===== src/design/align_pkg.sv =====
package align_pkg;

    // Problem size
    localparam int SEQ_LEN = 8;
    localparam int IDX_W   = $clog2(SEQ_LEN + 1);   // Matrix index 0..SEQ_LEN
    localparam int POS_W   = $clog2(SEQ_LEN);       // Storage address 0..SEQ_LEN-1
    localparam int SYM_W   = 3;
    localparam int SCORE_W = 7;                     // Holds -32 .. +8 with margin

    typedef logic [SYM_W-1:0]          sym_t;
    typedef logic [2:0]                arrow_t;
    typedef logic signed [SCORE_W-1:0] score_t;
    typedef logic [IDX_W-1:0]          idx_t;

    // Nucleotide codes
    localparam sym_t SYM_A    = 3'd0;
    localparam sym_t SYM_C    = 3'd1;
    localparam sym_t SYM_G    = 3'd2;
    localparam sym_t SYM_T    = 3'd3;
    localparam sym_t SYM_DASH = 3'd7;   // Gap in the aligned output
    localparam sym_t SYM_NONE = 3'd0;   // Idle value on the pair outputs

    // One-hot traceback directions
    localparam arrow_t ARROW_DIAG = 3'b001;   // Consumes A and B
    localparam arrow_t ARROW_UP   = 3'b010;   // Consumes A, dash on B
    localparam arrow_t ARROW_LEFT = 3'b100;   // Consumes B, dash on A

    // Linear gap scoring
    localparam score_t MATCH_SCORE    = score_t'(1);
    localparam score_t MISMATCH_SCORE = score_t'(-1);
    localparam score_t GAP_SCORE      = score_t'(-2);

    typedef enum logic [1:0] {
        IDLE,
        FILL,
        TRACE,
        DONE
    } ctrl_state_t;

endpackage

===== src/design/seq_store.sv =====
`timescale 1ns/1ns

module seq_store (
    input  logic            clk,
    input  logic            rst,
    input  logic            load_a,
    input  logic            load_b,
    input  align_pkg::idx_t load_idx,
    input  align_pkg::sym_t load_sym,
    input  logic            wr_lock,
    input  align_pkg::idx_t row_idx,
    input  align_pkg::idx_t col_idx,
    output align_pkg::sym_t sym_a,
    output align_pkg::sym_t sym_b
);

    align_pkg::sym_t seq_a [0:align_pkg::SEQ_LEN-1];
    align_pkg::sym_t seq_b [0:align_pkg::SEQ_LEN-1];
    align_pkg::idx_t a_pos;
    align_pkg::idx_t b_pos;

    always_ff @(posedge clk or posedge rst) begin
        if (rst) begin
            for (int i = 0; i < align_pkg::SEQ_LEN; i++) begin
                seq_a[i] <= align_pkg::SYM_NONE;
                seq_b[i] <= align_pkg::SYM_NONE;
            end
        end else if (!wr_lock) begin   // Frozen while an alignment runs
            if (load_a) seq_a[load_idx[align_pkg::POS_W-1:0]] <= load_sym;
            if (load_b) seq_b[load_idx[align_pkg::POS_W-1:0]] <= load_sym;
        end
    end

    // Matrix row i pairs with symbol i-1
    assign a_pos = row_idx - align_pkg::idx_t'(1);
    assign b_pos = col_idx - align_pkg::idx_t'(1);
    assign sym_a = (row_idx == '0) ? align_pkg::SYM_NONE : seq_a[a_pos[align_pkg::POS_W-1:0]];
    assign sym_b = (col_idx == '0) ? align_pkg::SYM_NONE : seq_b[b_pos[align_pkg::POS_W-1:0]];

endmodule


===== config.mk =====
export PLATFORM = sky130hd
export DESIGN_NAME = seq_store
export DESIGN_NICKNAME = d
export VERILOG_FILES = /design/src/design/align_pkg.sv /design/src/design/seq_store.sv
export SDC_FILE = /design/constraint.sdc
export NUM_CORES = 1
export LEC_CHECK = 0
export BUFFER_PORTS_ARGS = -buffer_cell sky130_fd_sc_hd__buf_2
export CORE_MARGIN = 2
export CORE_UTILIZATION = 45
export DETAILED_ROUTE_END_ITERATION = 10
export GPL_TIMING_DRIVEN = 1
export PLACE_DENSITY_LB_ADDON = 0.05
export SLEW_MARGIN = 30
export SYNTH_ARGS = -nofsm -noshare
export SYNTH_HDL_FRONTEND = slang
export SYNTH_SLANG_ARGS = --single-unit

===== constraint.sdc =====
create_clock -name clk -period 3.93 [get_ports clk]
set_input_delay 0.5895 -clock clk [delete_from_list [all_inputs] [get_ports clk]]
set_output_delay 0.5895 -clock clk [all_outputs]
set_load 0.05 [all_outputs]

-- Yosys cells after proc, flatten, opt, wreduce, memory -nomap -nowiden
Cells that the tools add are included.
- register bits after elaboration: 48
- output and inout bits: 6
- word-level logic and storage cells: 43
- add/subtract/negate cells: 2
- magnitude comparators: 4
- mux-type cells: 12
- bitwise gates (word level): 4
- reduce and logical (&&, ||, !) cells: 5
- operator list (operator ; count):
    24-bit bitwise mux ; 2
    3-bit two-way mux ; 7
    3-bit binary-select mux with 3-bit select ; 2
    4-bit greater-or-equal comparator (second input constant) ; 3
    3-bit inverter with 4-bit output ; 3
    3-bit demux with 3-bit select ; 1
    4-bit zero test ; 2
    3-bit by 1-bit subtractor with 3-bit output (second input constant) ; 2
    4-bit by 1-bit less-than comparator with 1-bit output (second input constant) ; 1
    2-bit AND reduction ; 2
    1-bit logical AND ; 1
    1-bit inverter ; 1

-- Longest topological paths before layout
- depth in word-level cells: 6
- gate-level depth with buffers: 7

-- Worst setup path before layout
No wires, ideal clock.
- path kind: input to output
- start point: in row_idx[0]
- end point: out sym_a[0]
- arrival time: 1935 ps
- required time: 3340 ps
- setup slack: 1405 ps
- cell stages on the path: 6
- path buffers: 1
- path through: buf_2 -> inv_1 -> ha_1 -> mux4_2 -> o21ai_0 -> nand2_1
- word-level cells in the longest chain between the ends: 6
- elaborated cells between the ends (all ways): 7
- classes of those cells: add/sub (1); mux (4); bitwise (1); reduce/logical (1)
- RTL lines (what ; line ; source):
    start: declaration ; seq_store.sv:11 ; input align_pkg::idx_t row_idx,
    3-bit by 1-bit subtractor with 3-bit output ; seq_store.sv:35 ; assign a_pos = row_idx - align_pkg::idx_t'(1);
    3-bit inverter with 4-bit output (not written as such) ; seq_store.sv:37 ; assign sym_a = (row_idx == '0) ? align_pkg::SYM_NONE : seq_a[a_pos[align_pkg::POS_W-1:0]];
    3-bit binary-select mux with 3-bit select ; seq_store.sv:37 ;
    3-bit two-way mux (not written as such) (2 in a row) ; seq_store.sv:37 ;
    3-bit two-way mux (*) ; seq_store.sv:37 ;
    end: declaration ; seq_store.sv:13 ; output align_pkg::sym_t sym_a,
Mark *: on every way between the ends. The rest lies on a longest branch, timed or not. The select of a mux whose other input is x is not followed.

-- Final worst setup path
- start point: in row_idx[0]
- end point: out sym_a[1]
Same word-level chain as after synthesis.

==> run summary <==
CTS tree = yes
Clock power frac = 28.9%
DR WL/cell = 16.6 um
Layout fillers = 467
Drt drc = 0
Total GRT Usage = 17.2%
Netlist cell types = 21
Setup bufs post-CTS = 0
Die Y = 76.9 um
Combinational share of power = 23.8%
Vias in the first global route = 1539
Worst min-delay path category = primary input to async pin
Post_cts resized = 0
Internal = 1.03 mW
Initial antenna violation count = 0
Via density = 5.45
Post-synthesis mux area share = 33.9%
Wirelength, routed = 4550 um
RR Startpoint = seq_b[18]
GPL Wtd Cong = 0.759
Initial core utilization = 46.9%
Area Growth Syn to Fin = 13.5%
Syn Area/Cell = 13.5 sq um
Beginning of the critical path = row_idx[0]
Die X = 76.9 um
Complex-gate fraction of the synthesized area = 2.51%
Fin. Hold Viols = 0
Largest net degree at the start of global routing = 49
RSZ-0062 raised after global routing = false
Sequential fraction of design power = 47.3%
Synth Area in Adders = 2.09%
F_max = 367 MHz
Final core utilization = 53.2%
Vias = 1493
Mapped Area = 0.00239 sq mm
Clock sink count = 48
Net Count, Synth = 201
Worst-path clk slew = 80 ps
I/O pin count = 26
Final setup fails = 0
Switching part of the total power = 26.4%
Max clock buf depth = 2
WP data required = 3340 ps
Core Area = 0.00511 sq mm
PwrDens = 515 mW/mm^2
Tcrit/Tclk final = 69.3%
Maximum fanout along the worst path = 7
Startpoint types = primary input
Area of the multi-input gates = 0.00115 sq mm
Worst Tran Pin Value = 587 ps
Post-synthesis simple-gate area fraction = 9.67%
Post-synthesis sequential area ratio = 50.2%
Port bufs = 24
# hold bufs at CTS = 0
Layout cell share with drive strength beyond 1 = 45.6%
FF+latch count, synth = 48
Die footprint = 0.00592 sq mm
Routed Antenna Nets = 0
Row count = 26
Number of antenna diodes = 0
Max_cap viols = 0
Clk_skew = 0 ps
Number of buffers created by CTS = 5
Crit Path Class = primary input to output port
Detailed Route Iter0 Violations = 71
Remaining Overflow, GRT = 0
P_sw = 370 uW
YS warnings = 0
Setup TNS = 0 ps
Final slew viol count = 0
Leak Pwr = 1.21 nW
Commonest non-fill, non-tap cells in the layout = mux2_2, dfrtp_1, buf_2
Min Clock Period, post-route = 2720 ps
Largest family of logic cells by synthesized area = multiplexers
Fin nets = 228
Crit path DAT = 2130 ps
HPWL Detailed = 3430 um
Worst setup EP type = output port
Skew-Pair Late Insertion Delay = 300 ps
Rel. slew slack = 60.9%
Worst vdd rail ir drop = 0.220 mV
Status = complete, no violations
Xor/xnor share of the synthesized area = 0%
Mapped Cells = 177
FF+latch area = 0.00120 sq mm
First-pass GRT wire length = 7870 um
First-pass DRT Iterations = 4
H-tree levels = 2
CTS Root Cell = clkbuf_8
[critical path, stage by stage]
cell and delay (ps):
buf_2 230, inv_1 100, ha_1 450, mux4_2 370
o21ai_0 100, nand2_1 70, buf_2 210
[registers in the layout, indices dropped and copies added (netlist names)]
signal and flops:
seq_a 24, seq_b 24
[through the flow]
stage / instances / power, mW / setup slack, ps / hold WS [ps] / area (sq um)
2_1_floorplan: 177 / 0.921 / 1410 / 474 / 2390
3_5_place_dp: 267 / 1.01 / 1200 / 490 / 2590
6_report: 274 / 1.40 / 1210 / 434 / 2720
5_1_grt: 274 / 1.48 / 1060 / 479 / 2720
3_3_place_gp: 267 / 0.993 / 1210 / 483 / 2590
4_1_cts: 274 / 1.42 / 1200 / 444 / 2720
[kinds of logic after synthesis]
| logic type | Yosys count |
|---|---|
| AO/OA/AOI/OAI | 12 |
| adder cells (fa/ha/maj) | 4 |
| buffers and inverters | 10 |
| flip-flops | 48 |
| multiplexers | 60 |
| AND/OR/NAND/NOR | 43 |
[cell usage after synthesis, drive strengths merged]
master   n  area [sq um]
nand4b   1          8.76
and2b    2          15.0
o21ai   12          60.1
inv      5          18.8
ha       4          50.1
and2     2          12.5
mux2    48           541
clkbuf   3          11.3
mux4    12           270
nand2b   3          18.8
nand3b   1          7.51
buf      2          10.0
and3     1          6.26
nor2b    6          37.5
nor3b    3          27.5
nand2   12          45.0
dfrtp   48          1200
nand3    4          20.0
nor3     2          10.0
nor2     6          22.5
[path summary, 6_finish.rpt]
path                       slack, ps  cells past startpoint   endpoint
max                             1210                      7   sym_a[1]
min                              430                      3  seq_a[22]
max reg2reg                     3160                      1  seq_b[18]
min reg2reg                      510                      1  seq_a[14]
max in group asynchronous       3110                      3   seq_b[6]
min in group clk                 510                      1  seq_a[14]
[power by group through the flow]
| stage | clock, mW | sequential [mW] | combinational, mW |
|---|---|---|---|
| 2_1_floorplan | 0 | 0.651 | 0.270 |
| 3_3_place_gp | 0 | 0.666 | 0.327 |
| 3_5_place_dp | 0 | 0.673 | 0.336 |
| 4_1_cts | 0.416 | 0.662 | 0.337 |
| 5_1_grt | 0.442 | 0.679 | 0.361 |
| 6_report | 0.404 | 0.662 | 0.333 |
[routing by layer]
| layer | up-vias | global-route usage [%] | wire length [um] |
|---|---|---|---|
| met4 | 0 | 4.36 | 40 |
| met3 | 5 | 3.65 | 141 |
| li1 | 696 | - | - |
| met5 | - | 0 | 0 |
| met2 | 32 | 28.3 | 2270 |
| met1 | 760 | 23.4 | 2100 |
[cell type report]
| cell class | count | share of cell area, % |
|---|---|---|
| clock buffers | 5 | 2.53 |
| clock inverters | 2 | 2.21 |
| inverters | 5 | 0.691 |
| multi-input cells | 119 | 42.4 |
| flip-flops and latches | 48 | 44.2 |
| well taps | 70 | 3.22 |
| repair buffers | 25 | 4.70 |
No activity file was read; power rests on OpenSTA's default activity.
