[src/design/align_pkg.sv]
package align_pkg;

    // Problem size
    localparam int SEQ_LEN = 8;
    localparam int IDX_W   = $clog2(SEQ_LEN + 1);   // Matrix index 0..SEQ_LEN
    localparam int POS_W   = $clog2(SEQ_LEN);       // Storage address 0..SEQ_LEN-1
    localparam int SYM_W   = 3;
    localparam int SCORE_W = 7;                     // Holds -32 .. +8 with margin

    typedef logic [SYM_W-1:0]          sym_t;
    typedef logic [2:0]                arrow_t;
    typedef logic signed [SCORE_W-1:0] score_t;
    typedef logic [IDX_W-1:0]          idx_t;

    // Nucleotide codes
    localparam sym_t SYM_A    = 3'd0;
    localparam sym_t SYM_C    = 3'd1;
    localparam sym_t SYM_G    = 3'd2;
    localparam sym_t SYM_T    = 3'd3;
    localparam sym_t SYM_DASH = 3'd7;   // Gap in the aligned output
    localparam sym_t SYM_NONE = 3'd0;   // Idle value on the pair outputs

    // One-hot traceback directions
    localparam arrow_t ARROW_DIAG = 3'b001;   // Consumes A and B
    localparam arrow_t ARROW_UP   = 3'b010;   // Consumes A, dash on B
    localparam arrow_t ARROW_LEFT = 3'b100;   // Consumes B, dash on A

    // Linear gap scoring
    localparam score_t MATCH_SCORE    = score_t'(1);
    localparam score_t MISMATCH_SCORE = score_t'(-1);
    localparam score_t GAP_SCORE      = score_t'(-2);

    typedef enum logic [1:0] {
        IDLE,
        FILL,
        TRACE,
        DONE
    } ctrl_state_t;

endpackage
[src/design/step_counter.sv]
`timescale 1ns/1ns

module step_counter (
    input  logic                   clk,
    input  logic                   rst,
    input  align_pkg::ctrl_state_t state,
    input  logic                   cnt_clear,
    input  align_pkg::arrow_t      arrow,
    output align_pkg::idx_t        row_idx,
    output align_pkg::idx_t        col_idx,
    output logic                   fill_last,
    output logic                   at_origin
);

    localparam align_pkg::idx_t LAST = align_pkg::idx_t'(align_pkg::SEQ_LEN);
    localparam align_pkg::idx_t ONE  = align_pkg::idx_t'(1);

    logic row_end;
    logic step_row;
    logic step_col;

    assign row_end   = (col_idx == LAST);
    assign fill_last = (state == align_pkg::FILL) && row_end && (row_idx == LAST);
    assign at_origin = (row_idx == '0) && (col_idx == '0);

    // Arrow decides which index walks back
    assign step_row = (arrow == align_pkg::ARROW_DIAG) || (arrow == align_pkg::ARROW_UP);
    assign step_col = (arrow == align_pkg::ARROW_DIAG) || (arrow == align_pkg::ARROW_LEFT);

    always_ff @(posedge clk or posedge rst) begin
        if (rst) begin
            row_idx <= '0;
            col_idx <= '0;
        end else if (cnt_clear) begin
            row_idx <= ONE;                 // First interior cell
            col_idx <= ONE;
        end else if (state == align_pkg::FILL) begin
            if (fill_last) begin
                row_idx <= LAST;            // Traceback starts at the corner
                col_idx <= LAST;
            end else if (row_end) begin
                row_idx <= row_idx + ONE;
                col_idx <= ONE;
            end else begin
                col_idx <= col_idx + ONE;
            end
        end else if (state == align_pkg::TRACE && !at_origin) begin
            if (step_row) row_idx <= row_idx - ONE;
            if (step_col) col_idx <= col_idx - ONE;
        end
    end

endmodule

[config.mk]
export PLATFORM = sky130hd
export DESIGN_NAME = step_counter
export DESIGN_NICKNAME = d
export VERILOG_FILES = /design/src/design/align_pkg.sv /design/src/design/step_counter.sv
export SDC_FILE = /design/constraint.sdc
export NUM_CORES = 1
export LEC_CHECK = 0
export ABC_AREA = 1
export ABC_CLOCK_PERIOD_IN_PS = 1900
export BUFFER_PORTS_ARGS = -buffer_cell sky130_fd_sc_hd__buf_2
export CORE_UTILIZATION = 50
export CTS_BUF_LIST = sky130_fd_sc_hd__clkbuf_16
export DETAILED_ROUTE_END_ITERATION = 8
export GPL_ROUTABILITY_DRIVEN = 1
export GPL_TIMING_DRIVEN = 0
export HOLD_SLACK_MARGIN = 0.02
export PLACE_DENSITY = 0.74
export SLEW_MARGIN = 20
export SYNTH_ARGS = -nofsm -noshare
export SYNTH_HDL_FRONTEND = slang
export SYNTH_SLANG_ARGS = --single-unit
[constraint.sdc]
create_clock -name clk -period 1.9 [get_ports clk]
set_clock_uncertainty 0.2 [all_clocks]
set_input_delay 0.38 -clock clk [delete_from_list [all_inputs] [get_ports clk]]
set_output_delay 0.38 -clock clk [all_outputs]
set_load 0.02 [all_outputs]
======== Yosys cells after proc, flatten, opt, wreduce, memory -nomap -nowiden ========
Index checks and enable logic that the tools add are counted.
storage, ports and cells
  register bits after elaboration ......... 8
  word-level logic and storage cells ...... 40
  input bits .............................. 8
  output and inout port bits .............. 10
cells by class
  eq/ne operators ......................... 8
  multiplexer cells ....................... 12
  reduce and logical (&&, ||, !) cells .... 14
  add/sub/neg operators ................... 4
operators with widths
  kind                   count
  $mux W4                12
  $reduce_bool A3 Y1     3
  $add A4 B1 Y4 const B  2
  $eq A4 B4 Y1 const B   2
  $logic_not A4 Y1       2
  $sub A4 B1 Y4 const B  2
  $logic_and A1 B1 Y1    4
  $ne A4 B4 Y1 const B   1
  $eq A3 B1 Y1 const B   1
  $eq A3 B2 Y1 const B   1
  $eq A3 B3 Y1 const B   1
  $reduce_and A3 Y1      1
  $eq A2 B1 Y1 const B   1
  $eq A2 B2 Y1 const B   1
  $logic_or A1 B1 Y1     2
  $reduce_and A2 Y1      1
  $logic_not A1 Y1       1

======== Longest topological paths before layout ========
Gate-level depths: netlist (run 1).
  depth after elaboration ................. 7
  depth in mapped cells ................... 10
  mapped depth without buffers ............ 10

======== Least setup slack after synthesis (run 1) ========
Ideal clock, no wire load.
  kind .................................... register to output
  start ................................... register col_idx[0]
  end ..................................... output port fill_last
  required time ........................... 1320 ps
  cell stages (with the launch flop) ...... 7
  setup slack ............................. 45 ps
  arrival time ............................ 1275 ps
  buffers on the path ..................... 0
  cell sequence ........................... dfrtp_1 > inv_1 > ha_1 > nand3_2 > nor2_2 > inv_2 > nor2_4
on the way
  cells in the longest elaborated chain, start to end .. 3
ends and longest elaborated chain
  element                           RTL line            RTL
  start, declared                   step_counter.sv:10  output align_pkg::idx_t col_idx,
  start signal, assigned            step_counter.sv:45  col_idx <= col_idx + ONE;
  start signal, assigned            step_counter.sv:49  if (step_col) col_idx <= col_idx - ONE;
  $eq A4 B4 Y1                      step_counter.sv:22  assign row_end = (col_idx == LAST);
  $logic_and A1 B1 Y1 (2 in a row)  step_counter.sv:23  assign fill_last = (state == align_pkg::FILL) && row_end && (row_idx == LAST);
  end, declared                     step_counter.sv:11  output logic fill_last,
Every way passes these cells.

======== Worst setup path in the final report (run 1) ========
  start ................................... register row_idx[0]
  end ..................................... output port fill_last
on the way
  cells in the longest elaborated chain, start to end .. 2
ends and longest elaborated chain
  element                 RTL line            RTL
  start, declared         step_counter.sv:9   output align_pkg::idx_t row_idx,
  start signal, assigned  step_counter.sv:42  row_idx <= row_idx + ONE;
  start signal, assigned  step_counter.sv:48  if (step_row) row_idx <= row_idx - ONE;
  $eq A4 B4 Y1            step_counter.sv:23
  $logic_and A1 B1 Y1     step_counter.sv:23
Every way passes these cells.

==> results.py, run 1 <==
metrics = {
    "pwr": {
        "power.total_w": 0.00146,
        "p_per_area_nw_per_um2": 1220,
        "p_leak_nw": 0.613,
        "peakVddDrop_mv": 0.768,
    },
    "worst_hold_path": {
        "hp-class": "primary input to flip-flop",
    },
    "logic_synthesis": {
        "syn_area_per_cell_um2": 6.92,
        "synth_area_um2": 865,
        "synthCells": 125,
        "synth_top_cell_by_area": "dfrtp_1",
        "yosysWarnings": 0,
        "synth_fp_nets": 139,
        "yosys-top-cells-area": "dfrtp_1 23%, nand2_1 13%, ha_1 8.7%",
        "synth_top_cell_area_share_pct": 23.2,
        "netlist-cell-type-count": 25,
        "ys_ff_latch": 8,
        "ys_seq_area_share_pct": 23.2,
    },
    "cts": {
        "clk_latency_ns": 0.23,
        "clock_path_buffers": 2,
        "cts_tree": "built",
        "path_clk_slew_ns": 0.03,
        "clock-sinks": 8,
        "htreeDepth": 1,
        "cts_made_buffers": 3,
        "cts-root-buf": "clkbuf_16",
    },
    "die": {
        "initial_core_util_pct": 55.5,
        "floorplan.die_area_um2": 1900,
        "std_cell_rows": 14,
        "ioPinCount": 18,
        "die_y_um": 43.6,
        "core_um2": 1560,
        "die_w_um": 43.6,
    },
    "sta": {
        "fmax_mhz": 521,
        "setup_tns_ns": -0.0194,
        "tightest_slew_ns": 0.293,
        "setup_viol_count_final": 1,
        "finalHoldViolations": 0,
        "relSlewSlack_pct": 80.5,
        "rsz0062_at_grt": "true",
        "drv_slew": 0,
        "post-route-period-util_pct": 101,
        "fin_ws_ns": -0.0194,
        "post-route-min-period_ns": 1.92,
    },
    "worst_setup_path": {
        "required_ns": 1.32,
        "critPathKind": "flip-flop to primary output",
        "cp-start-kind": "flip-flop",
        "worstPathArrival_ns": 1.34,
        "cp-end-kind": "primary output",
        "crit_fanout": 3,
    },
    "final_layout": {
        "layout_common_cells": "28 x nand2_1, 15 x buf_2, 14 x nand3_1",
        "postLayoutCoreUtil_pct": 76.4,
        "nNetsFinal": 172,
        "diodes": 0,
        "fin_area_um2": 1190,
        "final_common_cell": "nand2_1",
        "final_layout_size_suffix_gt1_share_pct": 42.9,
        "fillers": 116,
        "area_delta_synth_final_pct": 37.8,
        "final_cells": 172,
    },
    "global_route": {
        "gr-total-overflow": 0,
        "grt_pass1_wl_um": 3200,
        "antenna_found_initial": 0,
        "grt_usage_pct": 22.5,
        "grt_pass1_vias": 760,
        "grt_start_max_net_pins": 10,
    },
    "place": {
        "dpl_cell_area_um2": 970,
        "place.gp.congestion": 0.890,
        "dp_hpwl_um": 1430,
        "numPortBuffers": 17,
        "dp_cells": 158,
    },
    "route": {
        "firstDrtPassIters": 7,
        "detail_route.wirelength_um": 1970,
        "route.detailed.drc": 3,
        "vias": 886,
        "wl_per_cell_um": 11.4,
        "viasPerCell": 5.15,
        "drt_iter0_drc": 34,
        "postRouteAntennaNets": 0,
    },
    "run": {
        "max_cap_violations": 0,
    },
    "run_status": {
        "outcome": "finished, violations left",
        "violations": "design-rule violations, negative setup slack",
    },
}
[synth_stat cells]
master and count:
nand2_1 29, inv_1 15, nand3_1 14, nor2_1 12, dfrtp_1 8, ha_1 6, o21ai_0 6, nand2_2 5
inv_2 4, o21ai_1 4, a21oi_1 3, nand3_2 3, buf_6 2, nand4_1 2, xnor2_1 2, a21oi_2 1
a21oi_4 1, nand2_4 1, nor2_2 1, nor2_4 1, nor2_8 1, nor3_2 1, o21ai_2 1, o21ai_4 1
or2_2 1
[layer usage]
layer / share of wire [%] / up-vias / GRT usage (%)
li1: - / 463 / -
met4: 0 / 0 / 7.50
met1: 50 / 402 / 32.0
met5: 0 / - / 0
met3: 2.7 / 0 / 2.50
met2: 48 / 21 / 35.5
[what timing repair did]
item / CTS / global route
hold buffers: 1 / 0
hold endpoints to repair: 8 / 0
buffers inserted: 8 / 2
gates cloned: 0 / 0
pin swaps: 4 / 3
resized for setup: 16 / 6
setup endpoints to repair: 2 / 2
[layout make-up]
| cell class | instances | area [um2] | share of cell area (%) |
|---|---|---|---|
| Inverter | 19 | 73.8 | 6.20 |
| Sequential cell | 8 | 205 | 17.2 |
| Tap cell | 16 | 20.0 | 1.68 |
| Multi-Input combinational cell | 96 | 616 | 51.7 |
| Buffer | 2 | 22.5 | 1.89 |
| Timing Repair Buffer | 28 | 179 | 15.0 |
| Clock buffer | 3 | 75.1 | 6.30 |
[sequential cells by signal, indices dropped and copies added (netlist names)]
signal / flops
col_idx: 4
row_idx: 4
[through the flow]
stage | hold WS, ns | setup slack (ns)
detailed placement | 0.123 | -0.0895
global placement | 0.115 | -0.0562
floorplan | -0.00434 | 0.0455
global route | 0.357 | -0.0607
CTS | 0.327 | -0.0355
finish | 0.329 | -0.0194
[critical path, stage by stage, from the launching register on]
cell     delay, ns
dfrtp_2       0.41
inv_2         0.08
ha_4          0.14
inv_4         0.04
nor2_8        0.13
nand2_4       0.06
nor2_4        0.13
buf_6         0.12
[final timing paths]
check | from | endpoint | slack [ns] | cells after the start
setup / recovery | row_idx[0] | fill_last | -0.02 | 7
hold / removal | cnt_clear | row_idx[3] | 0.33 | 4
setup reg to reg | row_idx[0] | row_idx[2] | 0.22 | 11
hold reg to reg | row_idx[2] | row_idx[2] | 0.45 | 3
max in group asynchronous | rst | col_idx[1] | 0.83 | 3
min in group asynchronous | rst | row_idx[2] | 0.44 | 3
[report_power, final]
group	internal (W)	switching [W]	leakage (nW)	total, W
logic	0.000346	0.000476	0.480	0.000822
registers	0.000230	0.0000660	0.0963	0.000296
clock network	0.000270	0.0000710	0.0370	0.000341
total	0.000846	0.000613	0.613	0.00146
[cells by family after synthesis]
logic type,after synthesis,share of synthesized area [%]
AO/OA/AOI/OAI,17,13.3
XOR/XNOR,2,2.03
adder cells (fa/ha/maj),6,8.68
buffers and inverters,21,10.9
flip-flops,8,23.2
AND/OR/NAND/NOR,71,42.0
Note: power is estimated with default switching activity, not from simulation.
==> run 2: changes to the inputs <==
--- a/config.mk
+++ b/config.mk
@@ -6,9 +6,9 @@
 export NUM_CORES = 1
 export LEC_CHECK = 0
 export ABC_AREA = 1
-export ABC_CLOCK_PERIOD_IN_PS = 1900
+export ABC_CLOCK_PERIOD_IN_PS = 1600
 export BUFFER_PORTS_ARGS = -buffer_cell sky130_fd_sc_hd__buf_2
-export CORE_UTILIZATION = 50
+export CORE_UTILIZATION = 48
 export CTS_BUF_LIST = sky130_fd_sc_hd__clkbuf_16
 export DETAILED_ROUTE_END_ITERATION = 8
 export GPL_ROUTABILITY_DRIVEN = 1
==> constraint.sdc (replaced) <==
create_clock -name clk -period 1.6 [get_ports clk]
set_clock_uncertainty 0.2 [all_clocks]
set_input_delay 0.32 -clock clk [delete_from_list [all_inputs] [get_ports clk]]
set_output_delay 0.32 -clock clk [all_outputs]
set_load 0.02 [all_outputs]
==> results.py, run 2 (same netlist as run 1, synthesis figures left out) <==
metrics = {
    "sta": {
        "fin_ws_ns": -0.283,
        "drv_slew": 0,
        "fmax_mhz": 531,
        "finalHoldViolations": 0,
        "tightest_slew_ns": 0.294,
        "relSlewSlack_pct": 80.4,
        "setup_viol_count_final": 9,
        "worst_hold_slack_ns": 0.288,
        "post-route-min-period_ns": 1.88,
        "post-route-period-util_pct": 118,
        "rsz0062_at_grt": "true",
    },
    "cts": {
        "clock_path_buffers": 2,
        "clock-sinks": 8,
        "path_clk_slew_ns": 0.04,
        "clk_latency_ns": 0.23,
        "cts-root-buf": "clkbuf_16",
        "cts_tree": "built",
        "htreeDepth": 1,
        "cts_made_buffers": 3,
    },
    "run_status": {
        "outcome": "finished, violations left",
        "violations": "design-rule violations, negative setup slack",
    },
    "pwr": {
        "peakVddDrop_mv": 0.942,
        "comb_power_share_pct": 56.7,
        "switchingPower_w": 0.000757,
        "p_per_area_nw_per_um2": 1410,
        "p_sw_share_pct": 42.3,
        "pwr-share-seq_pct": 19.7,
        "clkPwrFrac_pct": 23.6,
        "p_leak_nw": 0.641,
        "cell_internal_pwr_w": 0.00103,
    },
    "final_layout": {
        "fin_area_um2": 1270,
        "layout_common_cells": "28 x nand2_1, 15 x buf_2, 14 x nand3_1",
        "diodes": 0,
        "top_regs": "col_idx: 4 flops, row_idx: 4 flops",
        "area_delta_synth_final_pct": 46.9,
        "final_common_cell": "nand2_1",
        "final_layout_size_suffix_gt1_share_pct": 47.8,
        "fillers": 114,
        "nNetsFinal": 176,
    },
    "worst_hold_path": {
        "hold_depth": 4,
        "hp-start": "cnt_clear",
        "hp-class": "primary input to flip-flop",
        "hold_path_end": "col_idx[3]",
    },
    "die": {
        "initial_core_util_pct": 54.2,
        "die_w_um": 44.4,
        "ioPinCount": 18,
        "floorplan.die_area_um2": 1970,
        "die_y_um": 44.4,
        "std_cell_rows": 14,
        "core_um2": 1590,
    },
    "route": {
        "firstDrtPassIters": 6,
        "drt_iter0_drc": 17,
        "viasPerCell": 4.95,
        "postRouteAntennaNets": 0,
        "wl_per_cell_um": 11.3,
        "detail_route.wirelength_um": 2100,
        "vias": 915,
        "route.detailed.drc": 1,
    },
    "place": {
        "dpl_cell_area_um2": 1020,
        "place.gp.congestion": 0.815,
        "dp_hpwl_um": 1370,
        "numPortBuffers": 17,
    },
    "worst_setup_path": {
        "critPathKind": "flip-flop to primary output",
        "crit_fanout": 2,
        "crit_chain": "inv_2 > ha_4 > inv_1 > nor2_2 > nand3_2 > inv_2 > buf_4",
        "reg2reg_slack_ns": -0.23,
        "cp-start-kind": "flip-flop",
        "cpPeakStageDelay_ns": 0.42,
        "cp-end-kind": "primary output",
        "crit_top_cell": "inv_2",
        "cp_slowest_cell": "dfrtp_2",
        "required_ns": 1.08,
        "worst_r2r_path_depth": 13,
        "worstReg2RegStart": "col_idx[1]",
        "worstPathArrival_ns": 1.36,
        "rr_endpoint": "row_idx[0]",
    },
    "run": {
        "max_cap_violations": 0,
    },
    "global_route": {
        "gr-total-overflow": 0,
        "grt_pass1_vias": 749,
        "grt_usage_pct": 21.9,
        "grt_start_max_net_pins": 10,
        "antenna_found_initial": 0,
        "grt_pass1_wl_um": 3140,
    },
}
-- run 2: per-layer routing --
metal | vias up | share of wire (%) | GRT usage, %
li1 | 475 | - | -
met1 | 408 | 48 | 30.3
met2 | 30 | 47 | 34.4
met5 | - | 0 | 0
met3 | 2 | 4.2 | 2.45
met4 | 0 | 0.91 | 9.09
-- run 2: what timing repair did --
action,4_1_cts,5_1_grt
endpoints found under the setup margin,10,10
pin swaps,2,3
hold buffers,1,0
hold endpoints to repair,8,0
buffers inserted,9,5
resized for setup,6,11
-- run 2: power by group through the flow --
stage                     Combinational, W  Clock (W)  Sequential (W)
after detailed placement          0.000799          0        0.000382
after CTS                         0.000945   0.000426        0.000347
after global routing               0.00112   0.000433        0.000356
final                              0.00101   0.000422        0.000352
after global placement            0.000782          0        0.000382
after floorplan                   0.000553          0        0.000441
-- run 2: final cells by class --
cell class	instances	area, um2	area share [%]
multi-input combinational	96	638	50.2
timing repair buffer	32	220	17.3
sequential	8	206	16.3
clock buffer	3	75.1	5.91
inverter	19	73.8	5.81
tap	24	30.0	2.36
buffer	2	22.5	1.77
clock inverter	1	3.75	0.296
-- run 2: worst max path at each step --
stage | start | end | depth (start not counted)
5_1_grt | col_idx[1] | at_origin | 7
6_report | col_idx[1] | at_origin | 7
2_1_floorplan | col_idx[1] | fill_last | 6
3_3_place_gp | col_idx[0] | fill_last | 7
3_5_place_dp | col_idx[1] | fill_last | 7
4_1_cts | row_idx[0] | fill_last | 7
-- run 2: stage by stage --
step	power, W	util (%)	setup TNS [ns]	setup slack [ns]	instances
detailed placement	0.00118	63.9	-0.788	-0.162	166
global route	0.00191	79.7	-1.68	-0.318	185
global placement	0.00116	63.9	-0.628	-0.168	166
CTS	0.00172	74.6	-0.567	-0.252	180
floorplan	0.000993	-	-0.158	-0.0639	125
finish	0.00179	79.7	-1.14	-0.283	185
-- run 2: critical path: cells and delay by family, from the launching register on --
family	cells	cell delay [ns]
adders and majority gates	1	0.15
buffers and inverters	4	0.33
DFF	1	0.42
and+or+nand+nor	2	0.23
