`config.mk`:
```
export PLATFORM = sky130hd
export DESIGN_NAME = align_ctrl
export DESIGN_NICKNAME = d
export VERILOG_FILES = /design/src/design/align_pkg.sv /design/src/design/align_ctrl.sv
export SDC_FILE = /design/constraint.sdc
export NUM_CORES = 1
export LEC_CHECK = 0
export BUFFER_PORTS_ARGS = -buffer_cell sky130_fd_sc_hd__buf_2
export CORE_AREA = 2 2 39 41
export CTS_CLUSTER_DIAMETER = 40
export CTS_CLUSTER_SIZE = 40
export DETAILED_ROUTE_END_ITERATION = 16
export DIE_AREA = 0 0 41 43
export MAX_ROUTING_LAYER = met4
export SETUP_SLACK_MARGIN = 0.1
export SYNTH_ARGS = -nofsm -noshare
export SYNTH_HDL_FRONTEND = slang
export SYNTH_SLANG_ARGS = --single-unit
```
`constraint.sdc`:
```
create_clock -name clk -period 2.8 [get_ports clk]
set_input_delay 0.14 -clock clk [delete_from_list [all_inputs] [get_ports clk]]
set_output_delay 0.14 -clock clk [all_outputs]
set_load 0.1 [all_outputs]
```
`src/design/align_pkg.sv`:
```
package align_pkg;

    // Problem size
    localparam int SEQ_LEN = 8;
    localparam int IDX_W   = $clog2(SEQ_LEN + 1);   // Matrix index 0..SEQ_LEN
    localparam int POS_W   = $clog2(SEQ_LEN);       // Storage address 0..SEQ_LEN-1
    localparam int SYM_W   = 3;
    localparam int SCORE_W = 7;                     // Holds -32 .. +8 with margin

    typedef logic [SYM_W-1:0]          sym_t;
    typedef logic [2:0]                arrow_t;
    typedef logic signed [SCORE_W-1:0] score_t;
    typedef logic [IDX_W-1:0]          idx_t;

    // Nucleotide codes
    localparam sym_t SYM_A    = 3'd0;
    localparam sym_t SYM_C    = 3'd1;
    localparam sym_t SYM_G    = 3'd2;
    localparam sym_t SYM_T    = 3'd3;
    localparam sym_t SYM_DASH = 3'd7;   // Gap in the aligned output
    localparam sym_t SYM_NONE = 3'd0;   // Idle value on the pair outputs

    // One-hot traceback directions
    localparam arrow_t ARROW_DIAG = 3'b001;   // Consumes A and B
    localparam arrow_t ARROW_UP   = 3'b010;   // Consumes A, dash on B
    localparam arrow_t ARROW_LEFT = 3'b100;   // Consumes B, dash on A

    // Linear gap scoring
    localparam score_t MATCH_SCORE    = score_t'(1);
    localparam score_t MISMATCH_SCORE = score_t'(-1);
    localparam score_t GAP_SCORE      = score_t'(-2);

    typedef enum logic [1:0] {
        IDLE,
        FILL,
        TRACE,
        DONE
    } ctrl_state_t;

endpackage
```
`src/design/align_ctrl.sv`:
```
`timescale 1ns/1ns

module align_ctrl (
    input  logic                   clk,
    input  logic                   rst,
    input  logic                   start,
    input  logic                   fill_last,
    input  logic                   at_origin,
    output align_pkg::ctrl_state_t state,
    output logic                   fill_en,
    output logic                   trace_en,
    output logic                   cnt_clear,
    output logic                   busy,
    output logic                   done
);

    align_pkg::ctrl_state_t state_nxt;

    always_ff @(posedge clk or posedge rst) begin
        if (rst) begin
            state <= align_pkg::IDLE;
        end else begin
            state <= state_nxt;
        end
    end

    always_comb begin
        state_nxt = state;
        case (state)
            align_pkg::IDLE: begin
                if (start) state_nxt = align_pkg::FILL;
            end
            align_pkg::FILL: begin
                if (fill_last) state_nxt = align_pkg::TRACE;
            end
            align_pkg::TRACE: begin
                // Origin reached, the last pair is already registered
                if (at_origin) state_nxt = align_pkg::DONE;
            end
            align_pkg::DONE: begin
                state_nxt = align_pkg::IDLE;    // Single-cycle completion
            end
            default: begin
                state_nxt = align_pkg::IDLE;
            end
        endcase
    end

    // Start clears counters and scores in the same edge it is taken
    assign cnt_clear = (state == align_pkg::IDLE) && start;

    assign fill_en  = (state == align_pkg::FILL);
    assign trace_en = (state == align_pkg::TRACE) && !at_origin;

    // Low again in DONE, so busy drops as done rises
    assign busy = (state == align_pkg::FILL) || (state == align_pkg::TRACE);
    assign done = (state == align_pkg::DONE);

endmodule

```
* Yosys cells after proc, flatten, opt, wreduce, memory -nomap -nowiden
Index checks and enable logic that the tools add are counted.
** Storage, ports and cells
- Input port bits :: 5
- Logic and storage cells :: 17
- Flip-flop bits (word level) :: 2
** Cells by class
- Equality and inequality tests :: 6
- Mux-type cells :: 4
- Reductions and logical operators :: 6
** Operators by type and width (count)
- case mux 2 bit (4 select lines) :: 1
- two-way mux 2 bit :: 3
- inequality test 2 bit, second input constant :: 3
- equality test 2 bit, second input constant :: 2
- AND reduction 3 bit :: 1
- equality test 2 x 1 -> 1 bit, second input constant :: 1
- logical AND 1 bit :: 2
- logical NOT 2 bit :: 1
- logical NOT 1 bit :: 1
- logical OR 1 bit :: 1

* Logic depth before layout (Yosys ltp)
Gate-level depths: netlist of the first run.
- Depth after elaboration :: 3
- Gate-level depth with buffers :: 5
- Depth with buffers taken out :: 5

* Worst setup path after synthesis of the first run
OpenSTA, ideal clock, no wires.
- Path kind :: register to register
- Start point :: register state[0]
- End point :: register state[1]
- Data required time :: 2672 ps
- Stages on the path, launching flop included :: 5
- Setup time :: 128 ps
- Path slack :: 77 ps
- Data arrival time :: 2595 ps
- Buffers on the path :: 0
- Cell sequence :: dfrtp_1 -> ha_1 -> nor2b_4 -> nor3_4 -> mux2_1
** Between the ends
- Cells in the longest elaborated chain, start to end :: 3
** RTL lines
- start: declaration :: line align_ctrl.sv:9 : output align_pkg::ctrl_state_t state,
- start signal: assignment :: line align_ctrl.sv:21 : state <= align_pkg::IDLE;
- start signal: assignment :: line align_ctrl.sv:23 : state <= state_nxt;
- equality test 2 x 1 -> 1 bit (*)
- via fill_en :: line align_ctrl.sv:10 : output logic fill_en,
- inequality test 2 bit (no source line)
- AND reduction 3 bit (no source line)
Mark *: on every way through the listed nets, which the timed path passes. The rest lies on a longest branch.
A chain may end at the register's enable or synchronous reset.

* Worst setup path after layout of the first run
- Start point :: register state[0]
- End point :: output port trace_en
** Between the ends
- Cells in the longest elaborated chain, start to end :: 2
** RTL lines
- equality test 2 bit :: line align_ctrl.sv:53 : assign trace_en = (state == align_pkg::TRACE) && !at_origin;
- logical AND 1 bit :: line align_ctrl.sv:53
- end: declaration :: line align_ctrl.sv:11 : output logic trace_en,
Every way passes these cells.

==> impl_results.md, run 1 <==
- RSZ-0062 raised after global routing: false
- CTS Hold Bufs: 1
- Hold Fails Final Rpt: 0
- Multi-input gate area: 138.9 um2
- GRT Util Overall: 0.06282
- Final Setup Violations: 0
- Post-CTS Setup Bufs: 0
- Worst hold path type: in2async
- Crit-path max cell delay: 0.44 ns
- Register-to-Register Path Depth: 5
- Post-route DRC: 0
- Post-cts sizing count: 0
- Part of the cycle the worst path needs: 0.5925
- Ratio of cells with drive above 1 in the final layout: 0.6452
- Core Region: approximately 1400 um2
- Max H-tree Level: 1
- Clock skew: 0.001029 ns
- Post-Syn Area per Cell: 12.36 um2
- Initial Utilization: 0.1429
- Synth cell types: 8
- Number of antenna violations at the first check in global routing: 0
- Max FFs per register: 2
- GPL Wtd Cong: 0.6379
- Post-synthesis sequential area ratio: 0.2532
- Slew Limit Fails: 0
- Initial drt markers: 0
- Worst Setup EP: trace_en
- Worst R2R Start: state[0]$_DFFE_PP0P_
- Crit-path max FO: 5
- CTS max path bufs: 2
- Die Ht: 43 um
- Avg WL per Cell: 7.596 um
- Max-cap viol count: 0
- Flop2flop setup slack: 1.30 ns
- Setup crit end kind: primary output
- Clk slew on worst S/H paths: 0.03 ns
- Row cnt: 14
- R2r endpoint: state[1]$_DFFE_PP0P_
- Final-stage net count: 42
- Yosys warnings: 0
- Routed Antenna Nets: 0
- Vias in the first global route: roughly 170
- Antenna Cells: 0
- Yosys reg bits: 2
- First-pass GRT wire length: 614 um
- DIE AREA: 1763 um2
- Min cycle time layout: 1.659 ns
- Fin Setup TNS: 0 ns
- DIE WIDTH: 41 um
- CP Class: reg2out
- CP required: 2.66 ns
- Clock root cell: clkbuf_4
- Slew headroom: 0.6789
- Outcome: finished clean
- Worst path arrival time: 1.52 ns
- Post-place setup slack: 1.290 ns
- Cell Chain, Critical Path: inv_1 -> ha_1 -> nor2b_4 -> buf_2
- CTS sink cnt: 2
- Mapped Area: 197.7 um2
- Total Wirelength: 357 um
- Top reg by flops: state
- # IOs: 12
- I/O Buffers: 11
- Largest registers: state (2)
- Maximum clock frequency: 0.6028 GHz
- Congestion Overflow GR: 0
- Slowest CP cell: buf_2
- Post-synthesis cell count: 16
- Worst-margin pin slew: 0.4850 ns
- Fillcell total: around 150
- Via count: 161
- Reg area: 50.05 um2
- CTS tree: done
- Post-Syn Nets: 25
- CP startpoint kind: flip-flop
- Via density: roughly 3.4
- Skew-Pair Late Insertion Delay: 0.23 ns
- Pre-antenna DRT Iters: 1
- Critical Path Source: state[0]$_DFFE_PP0P_
- Layout area overhead: 55.70%
- Pin count of the biggest net entering global routing: 6
- CTS buffer count: 3
- Setup ws final: approximately 1.1 ns
[critical path: cells and delay by family, from the launching register on]
| kind | cells | cell delay [ns] |
|---|---|---|
| buf+inv | 2 | 0.54 |
| flops | 1 | 0.41 |
| fa+ha+maj | 1 | 0.17 |
| simple gates | 1 | 0.17 |
[cells in the mapped netlist (all sizes together)]
cell type	count	area share
ha	4	0.25
inv	3	0.057
nor2b	3	0.21
dfrtp	2	0.25
and2	1	0.038
mux2	1	0.057
nor3	1	0.082
o32a	1	0.051
[through the flow]
step	cell area [um2]	utilization	instances	hold slack [ns]
3_3_place_gp	275.3	0.1989	43	-0.008089
3_5_place_dp	275.3	0.1989	43	-0.009030
2_1_floorplan	200.2	-	16	-0.1188
5_1_grt	307.8	0.2224	47	0.3168
6_report	307.8	0.2224	47	0.3028
4_1_cts	307.8	0.2224	47	0.3004
[layout make-up]
| type | instances | share of cell area |
|---|---|---|
| multi-input cells | 11 | 0.4512 |
| repair buffers | 12 | 0.2114 |
| flip-flops and latches | 2 | 0.1626 |
| clock buffers | 3 | 0.07317 |
| well taps | 16 | 0.06504 |
| inverters | 3 | 0.03659 |
[kinds of logic after synthesis]
group                      count (synthesis)  share of synthesized area
adders and majority gates                  4                     0.2532
DFF                                        2                     0.2532
AOI/OAI and AO/OA                          1                    0.05063
and+or+nand+nor                            5                     0.3292
buffers and inverters                      3                    0.05696
muxes                                      1                    0.05696
[worst min-delay path by stage]
stage,cells past startpoint,start,to
after CTS,3,rst,state[0]$_DFFE_PP0P_
after global placement,2,rst,state[0]$_DFFE_PP0P_
after floorplan,1,rst,state[0]$_DFFE_PP0P_
after global routing,3,rst,state[0]$_DFFE_PP0P_
final,3,rst,state[0]$_DFFE_PP0P_
after detailed placement,2,rst,state[1]$_DFFE_PP0P_
[layout by cell type, fill, tap and decap left out, drive strengths merged]
cell type     n
buf          11
ha            4
nor2b         3
inv           3
clkbuf        3
dfrtp         2
nor3          1
mux2          1
o32a          1
and2          1
dlygate4sd3   1
[routing by layer]
metal | track usage | share of wire
met5 | - | 0
met4 | 0.1000 | 0.034
met3 | 0.03141 | 0.076
met2 | 0.07813 | 0.56
met1 | 0.04839 | 0.33
Power of run 1 is left out: the tool's default activity adds up to more than one toggle a clock period on the data nets, which glitch-free logic cannot reach.
==> run 2, diff against run 1 <==
==> constraint.sdc (replaced) <==
create_clock -name clk -period 1.7 [get_ports clk]
set_input_delay 0.085 -clock clk [delete_from_list [all_inputs] [get_ports clk]]
set_output_delay 0.085 -clock clk [all_outputs]
set_load 0.1 [all_outputs]
==> run 2 against run 1 <==
Compared with the run above:
- hold slack worse by 0.044 ns
- wire length is 39% higher
- final area is 23% higher
- sequential cell count stayed put
- core utilization is 5.2 points higher
- cell count stayed put
- setup slack worse by 0.94 ns
- clock skew hardly changed
- via count is 3.1% higher
- largest cell class unchanged
==> impl_results.md, run 2 (synthesis gave the netlist of run 1 again) <==
- Worst hold margin: 0.2587 ns (-0.04408 ns)
- Maximum clock frequency: 0.6653 GHz
- Outcome: finished clean
- Pin count of the biggest net entering global routing: 6 (unchanged)
- Avg WL per Cell: 10.57 um (+39%)
- Clock root cell: clkbuf_4
- Most common cell after layout, fill and taps aside: buf_2
- Post-CTS Setup Bufs: 0 (unchanged)
- Commonest cells after routing, fill and taps aside: buf_2 (8), nor2b_4 (3), clkbuf_4 (3)
- Slew Limit Fails: 0 (unchanged)
- Skew-Pair Late Insertion Delay: 0.22 ns (about the same)
- Worst hold path type: in2async
- Fin Setup TNS: 0 ns (unchanged)
- CTS buffer count: 3 (unchanged)
- GRT Util Overall: 0.08033 (+0.01751)
- I/O Buffers: 11 (unchanged)
- R2r endpoint: state[1]$_DFFE_PP0P_
- Worst R2R Start: state[1]$_DFFE_PP0P_
- Initial Utilization: 0.1429 (unchanged)
- Min cycle time layout: 1.503 ns
- Vias in the first global route: 178 (+4.1%)
- Worst path arrival time: 1.42 ns (-0.10 ns)
- Initial drt markers: 2 (+2)
- Routed Antenna Nets: 0 (unchanged)
- Max-cap viol count: 0 (unchanged)
- Max H-tree Level: 1 (unchanged)
- Critical Path Source: state[1]$_DFFE_PP0P_
- Crit-path max FO: 5 (unchanged)
- Top reg by flops: state
- # IOs: 12 (unchanged)
- Clock skew: 0.001356 ns (+0.0003265 ns)
- Register-to-Register Path Depth: 5 (unchanged)
- Congestion Overflow GR: 0 (unchanged)
- CTS max path bufs: 2 (unchanged)
- Final-stage net count: 42 (unchanged)
- CP Class: reg2out
- Largest registers: state (2)
- GPL Wtd Cong: 0.7530 (+18%)
- Row cnt: 14 (unchanged)
- Ratio of cells with drive above 1 in the final layout: 0.8387 (+0.1935)
- Max FFs per register: 2 (unchanged)
- First-pass GRT wire length: 759 um (+24%)
- CTS sink cnt: 2 (unchanged)
- Die Ht: 43 um (unchanged)
- Final core utilization: 0.2740 (+0.05154)
- Antenna Cells: 0 (unchanged)
- Hold Fails Final Rpt: 0 (unchanged)
- CP required: 1.62 ns (-1.04 ns)
- Post-route DRC: 0 (unchanged)
- Via density: 3.532 (+3.1%)
- Number of antenna violations at the first check in global routing: 0 (unchanged)
- Final Setup Violations: 0 (unchanged)
- Core Region: 1384 um2 (unchanged)
- CP startpoint kind: flip-flop
- CTS tree: done
- RSZ-0062 raised after global routing: false
- Worst-margin pin slew: 0.4924 ns (+0.007413 ns)
- Setup crit end kind: primary output
- Layout area overhead: 91.77%
- Worst Setup EP: fill_en
- Clk slew on worst S/H paths: 0.03 ns (about the same)
- Part of the cycle the worst path needs: 0.8841
- DIE AREA: 1763 um2 (unchanged)
- Total Wirelength: 497 um (+39%)
- Flop2flop setup slack: 0.23 ns (-1.07 ns)
- DIE WIDTH: 41 um (unchanged)
- Pre-antenna DRT Iters: 2 (+1)
- Via count: 166 (+3.1%)
- Slew headroom: 0.6740 (-0.004908)
[run 2: cell count changes in the layout (fill, tap and decap cells not counted)]
cell / previous run / this run
mux2_1: 1 / 0
buf_2: 11 / 8
buf_4: 0 / 1
inv_1: 3 / 2
dfrtp_1: 2 / 0
inv_4: 0 / 1
buf_12: 0 / 2
ha_1: 3 / 1
ha_4: 0 / 2
dfrtp_4: 0 / 2
mux2_4: 0 / 1
[run 2: per-layer routing]
metal	global-route usage	vias to the layer above	wire length (um)
met5	-	-	0
met4	0.08000	0	12
met3	0.08377	2	71
met2	0.08125	12	186
met1	0.07742	70	226
li1	-	82	-
[run 2: how the worst min path moves through the flow]
| stage | from | to | slack (ns) | cells after the start |
|---|---|---|---|---|
| after floorplan | rst | state[0]$_DFFE_PP0P_ | -0.17 | 1 |
| after global placement | rst | state[0]$_DFFE_PP0P_ | -0.06 | 2 |
| after detailed placement | rst | state[1]$_DFFE_PP0P_ | -0.06 | 2 |
| after CTS | rst | state[1]$_DFFE_PP0P_ | 0.26 | 3 |
| after global routing | rst | state[1]$_DFFE_PP0P_ | 0.28 | 3 |
| final | rst | state[1]$_DFFE_PP0P_ | 0.26 | 3 |
[run 2: critical path, stage by stage, from the launching register on]
cell	delay (ns)
dfrtp_4	0.50
inv_1	0.13
ha_4	0.15
buf_2	0.42
[run 2: area by class of cell]
class                      instances  area [um2]
fill                             140        1005
clock buffer                       3       22.52
multi-input combinational         11       167.7
inverter                           3       13.76
tap                               16       20.02
timing repair buffer              12       97.59
sequential                         2       57.56
[run 2: metrics by stage]
step,setup WS (ns),std cells,instance area (um2)
3_5_place_dp,0.2267,43,344.1
6_report,0.1970,47,379.1
4_1_cts,0.1834,47,379.1
2_1_floorplan,-0.2144,16,239.0
5_1_grt,0.1558,47,379.1
3_3_place_gp,0.2510,43,344.1
[run 2: what timing repair did]
action,CTS,global route
resized for setup,1,0
hold buffers,1,0
setup endpoints to repair,1,0
endpoints found under the hold margin,2,0
Power of run 2 is left out for the same reason.
==> run 3, diff against run 2 <==
--- a/config.mk
+++ b/config.mk
@@ -12,6 +12,7 @@
 export DETAILED_ROUTE_END_ITERATION = 16
 export DIE_AREA = 0 0 41 43
 export MAX_ROUTING_LAYER = met4
+export REMOVE_ABC_BUFFERS = 1
 export SETUP_SLACK_MARGIN = 0.1
 export SYNTH_ARGS = -nofsm -noshare
 export SYNTH_HDL_FRONTEND = slang
==> run 3 against run 2 <==
Compared with the run above:
- clock-buffer cell count is the same
- critical path depth grew 1
- core utilization shrank 3.7 points
- hold slack lost 0.013 ns
- sequential cell count is the same
- clock skew grew 0.0015 ns
- first-iteration DRC count shrank 100%
- fmax grew 2.8%
- global-route usage shrank 1.1 points
- register-to-register slack is essentially flat
- final area shrank 14%
- via count grew 2.4%
- critical path type unchanged
- highest routed layer unchanged
==> impl_results.md, run 3 (synthesis gave the netlist of run 1 again) <==
- Initial drt markers: 0 (-2)
- Layout area overhead: 65.82%
- Crit-path max cell delay: 0.40 ns (-0.10 ns)
- Cell Chain, Critical Path: inv_1 -> ha_1 -> nor2b_4 -> buf_4
- Setup ws final: 0.2383 ns (+0.04132 ns)
- CTS tree: done
- CP Class: reg2out
- Routed Antenna Nets: 0 (unchanged)
- Hold Fails Final Rpt: 0 (unchanged)
- Top reg by flops: state
- Min cycle time layout: 1.462 ns (-0.04132 ns)
- Slew headroom: 0.6790 (+0.004960)
- Number of antenna violations at the first check in global routing: 0 (unchanged)
- Commonest cells after routing, fill and taps aside: buf_2 (8), clkbuf_4 (5), ha_1 (4)
- R2r endpoint: state[1]$_DFFE_PP0P_
- Total Wirelength: 389 um (-22%)
- DP Wirelength: 298.9 um
- GPL Wtd Cong: 0.6412 (-15%)
- Most common cell after layout, fill and taps aside: buf_2
- Register-to-Register Path Depth: 5 (unchanged)
- Worst path arrival time: 1.38 ns (-0.04 ns)
- Max FFs per register: 2 (unchanged)
- DIE WIDTH: 41 um (unchanged)
- Row cnt: 14 (unchanged)
- Post-place setup slack: 0.2037 ns (-0.02294 ns)
- DRT met1 WL: 150 um (-34%)
- Pin count of the biggest net entering global routing: 6 (unchanged)
- Maximum clock frequency: 0.6842 GHz (+2.8%)
- Slew Limit Fails: 0 (unchanged)
- Flop2flop setup slack: 0.24 ns (about the same)
- DIE AREA: 1763 um2 (unchanged)
- Reg area: 50.05 um2 (-13%)
- CTS max path bufs: 2 (unchanged)
- Vias in the first global route: 169 (-5.1%)
- Via density: 3.469 (-1.8%)
- Die Ht: 43 um (unchanged)
- Avg WL per Cell: 7.939 um (-25%)
- Largest registers: state (2)
- Final-stage net count: 44 (+4.8%)
- Post-route DRC: 0 (unchanged)
- Clock skew: 0.002882 ns (+0.001527 ns)
- Outcome: finished clean
- Met2 Routed Length: 185 um (-0.54%)
- Worst-margin pin slew: 0.4849 ns (-0.007492 ns)
- Max-cap viol count: 0 (unchanged)
- Pre-antenna DRT Iters: 1 (-1)
- Clk slew on worst S/H paths: 0.03 ns (about the same)
- CTS sink cnt: 2 (unchanged)
- RSZ-0062 raised after global routing: false
- Multi-input gate area: 136.4 um2 (-19%)
- Top routing layer used: met4
- Crit-path max FO: 4 (-1)
- Part of the cycle the worst path needs: 0.8598 (-0.02431)
- Fillcell total: 164 (+17%)
- Met3 wire length: 34 um (-52%)
- Worst hold path type: in2async
- I/O Buffers: 11 (unchanged)
- Ratio of cells with drive above 1 in the final layout: 0.6364 (-0.2023)
- GRT Util Overall: 0.06893 (-0.01140)
- Final Setup Violations: 0 (unchanged)
- CP required: 1.62 ns (about the same)
- Initial Utilization: 0.1429 (unchanged)
- First-pass GRT wire length: 655 um (-14%)
- CP startpoint kind: flip-flop
- Skew-Pair Late Insertion Delay: 0.23 ns (about the same)
- # IOs: 12 (unchanged)
- Antenna Cells: 0 (unchanged)
- Worst hold margin: 0.2454 ns (-0.01334 ns)
- Via count: 170 (+2.4%)
- Core Region: 1384 um2 (unchanged)
- Clock root cell: clkbuf_4
- Slowest CP cell: dfrtp_1
- Congestion Overflow GR: 0 (unchanged)
- Max H-tree Level: 1 (unchanged)
- Worst R2R Start: state[0]$_DFFE_PP0P_
- Setup crit end kind: primary output
- CTS buffer count: 3 (unchanged)
## run 3: area by class of cell
| cell class | instances | share of cell area |
|---|---|---|
| timing repair buffer | 14 | 0.2672 |
| sequential | 2 | 0.1527 |
| tap | 16 | 0.06107 |
| inverter | 3 | 0.03435 |
| clock buffer | 3 | 0.06870 |
| multi-input combinational | 11 | 0.4160 |
## run 3: worst max-delay path by stage
stage                         startpoint                    to  slack [ns]
finish              state[0]$_DFFE_PP0P_              trace_en        0.24
global route        state[1]$_DFFE_PP0P_             cnt_clear        0.12
CTS                 state[0]$_DFFE_PP0P_             cnt_clear        0.12
detailed placement  state[0]$_DFFE_PP0P_  state[1]$_DFFE_PP0P_        0.20
global placement    state[0]$_DFFE_PP0P_  state[1]$_DFFE_PP0P_        0.22
floorplan           state[0]$_DFFE_PP0P_  state[1]$_DFFE_PP0P_       -1.02
## run 3: metal layers
metal	track usage	up-vias
li1	-	85
met1	0.06109	74
met3	0.03141	2
met5	-	-
met2	0.07500	9
met4	0.1200	0
## run 3: repair_timing
item / CTS / global route
gates resized for setup: 1 / 2
endpoints found under the setup margin: 1 / 3
hold buffers: 1 / 0
setup buffers: 0 / 2
hold endpoints to repair: 2 / 0
## run 3: critical path: cells and delay by family (launching register included)
kind	cells	cell delay, ns
buf+inv	2	0.39
fa+ha+maj	1	0.17
simple gates	1	0.18
flops	1	0.40
## run 3: stage by stage
stage,std cells,area [um2],setup TNS [ns],utilization
after floorplan,16,197.7,-3.150,-
after global placement,43,272.8,0,0.1971
after detailed placement,43,272.8,0,0.1971
after CTS,47,307.8,0,0.2224
after global routing,49,327.8,0,0.2369
final,49,327.8,0,0.2369
Power of run 3 is left out for the same reason.
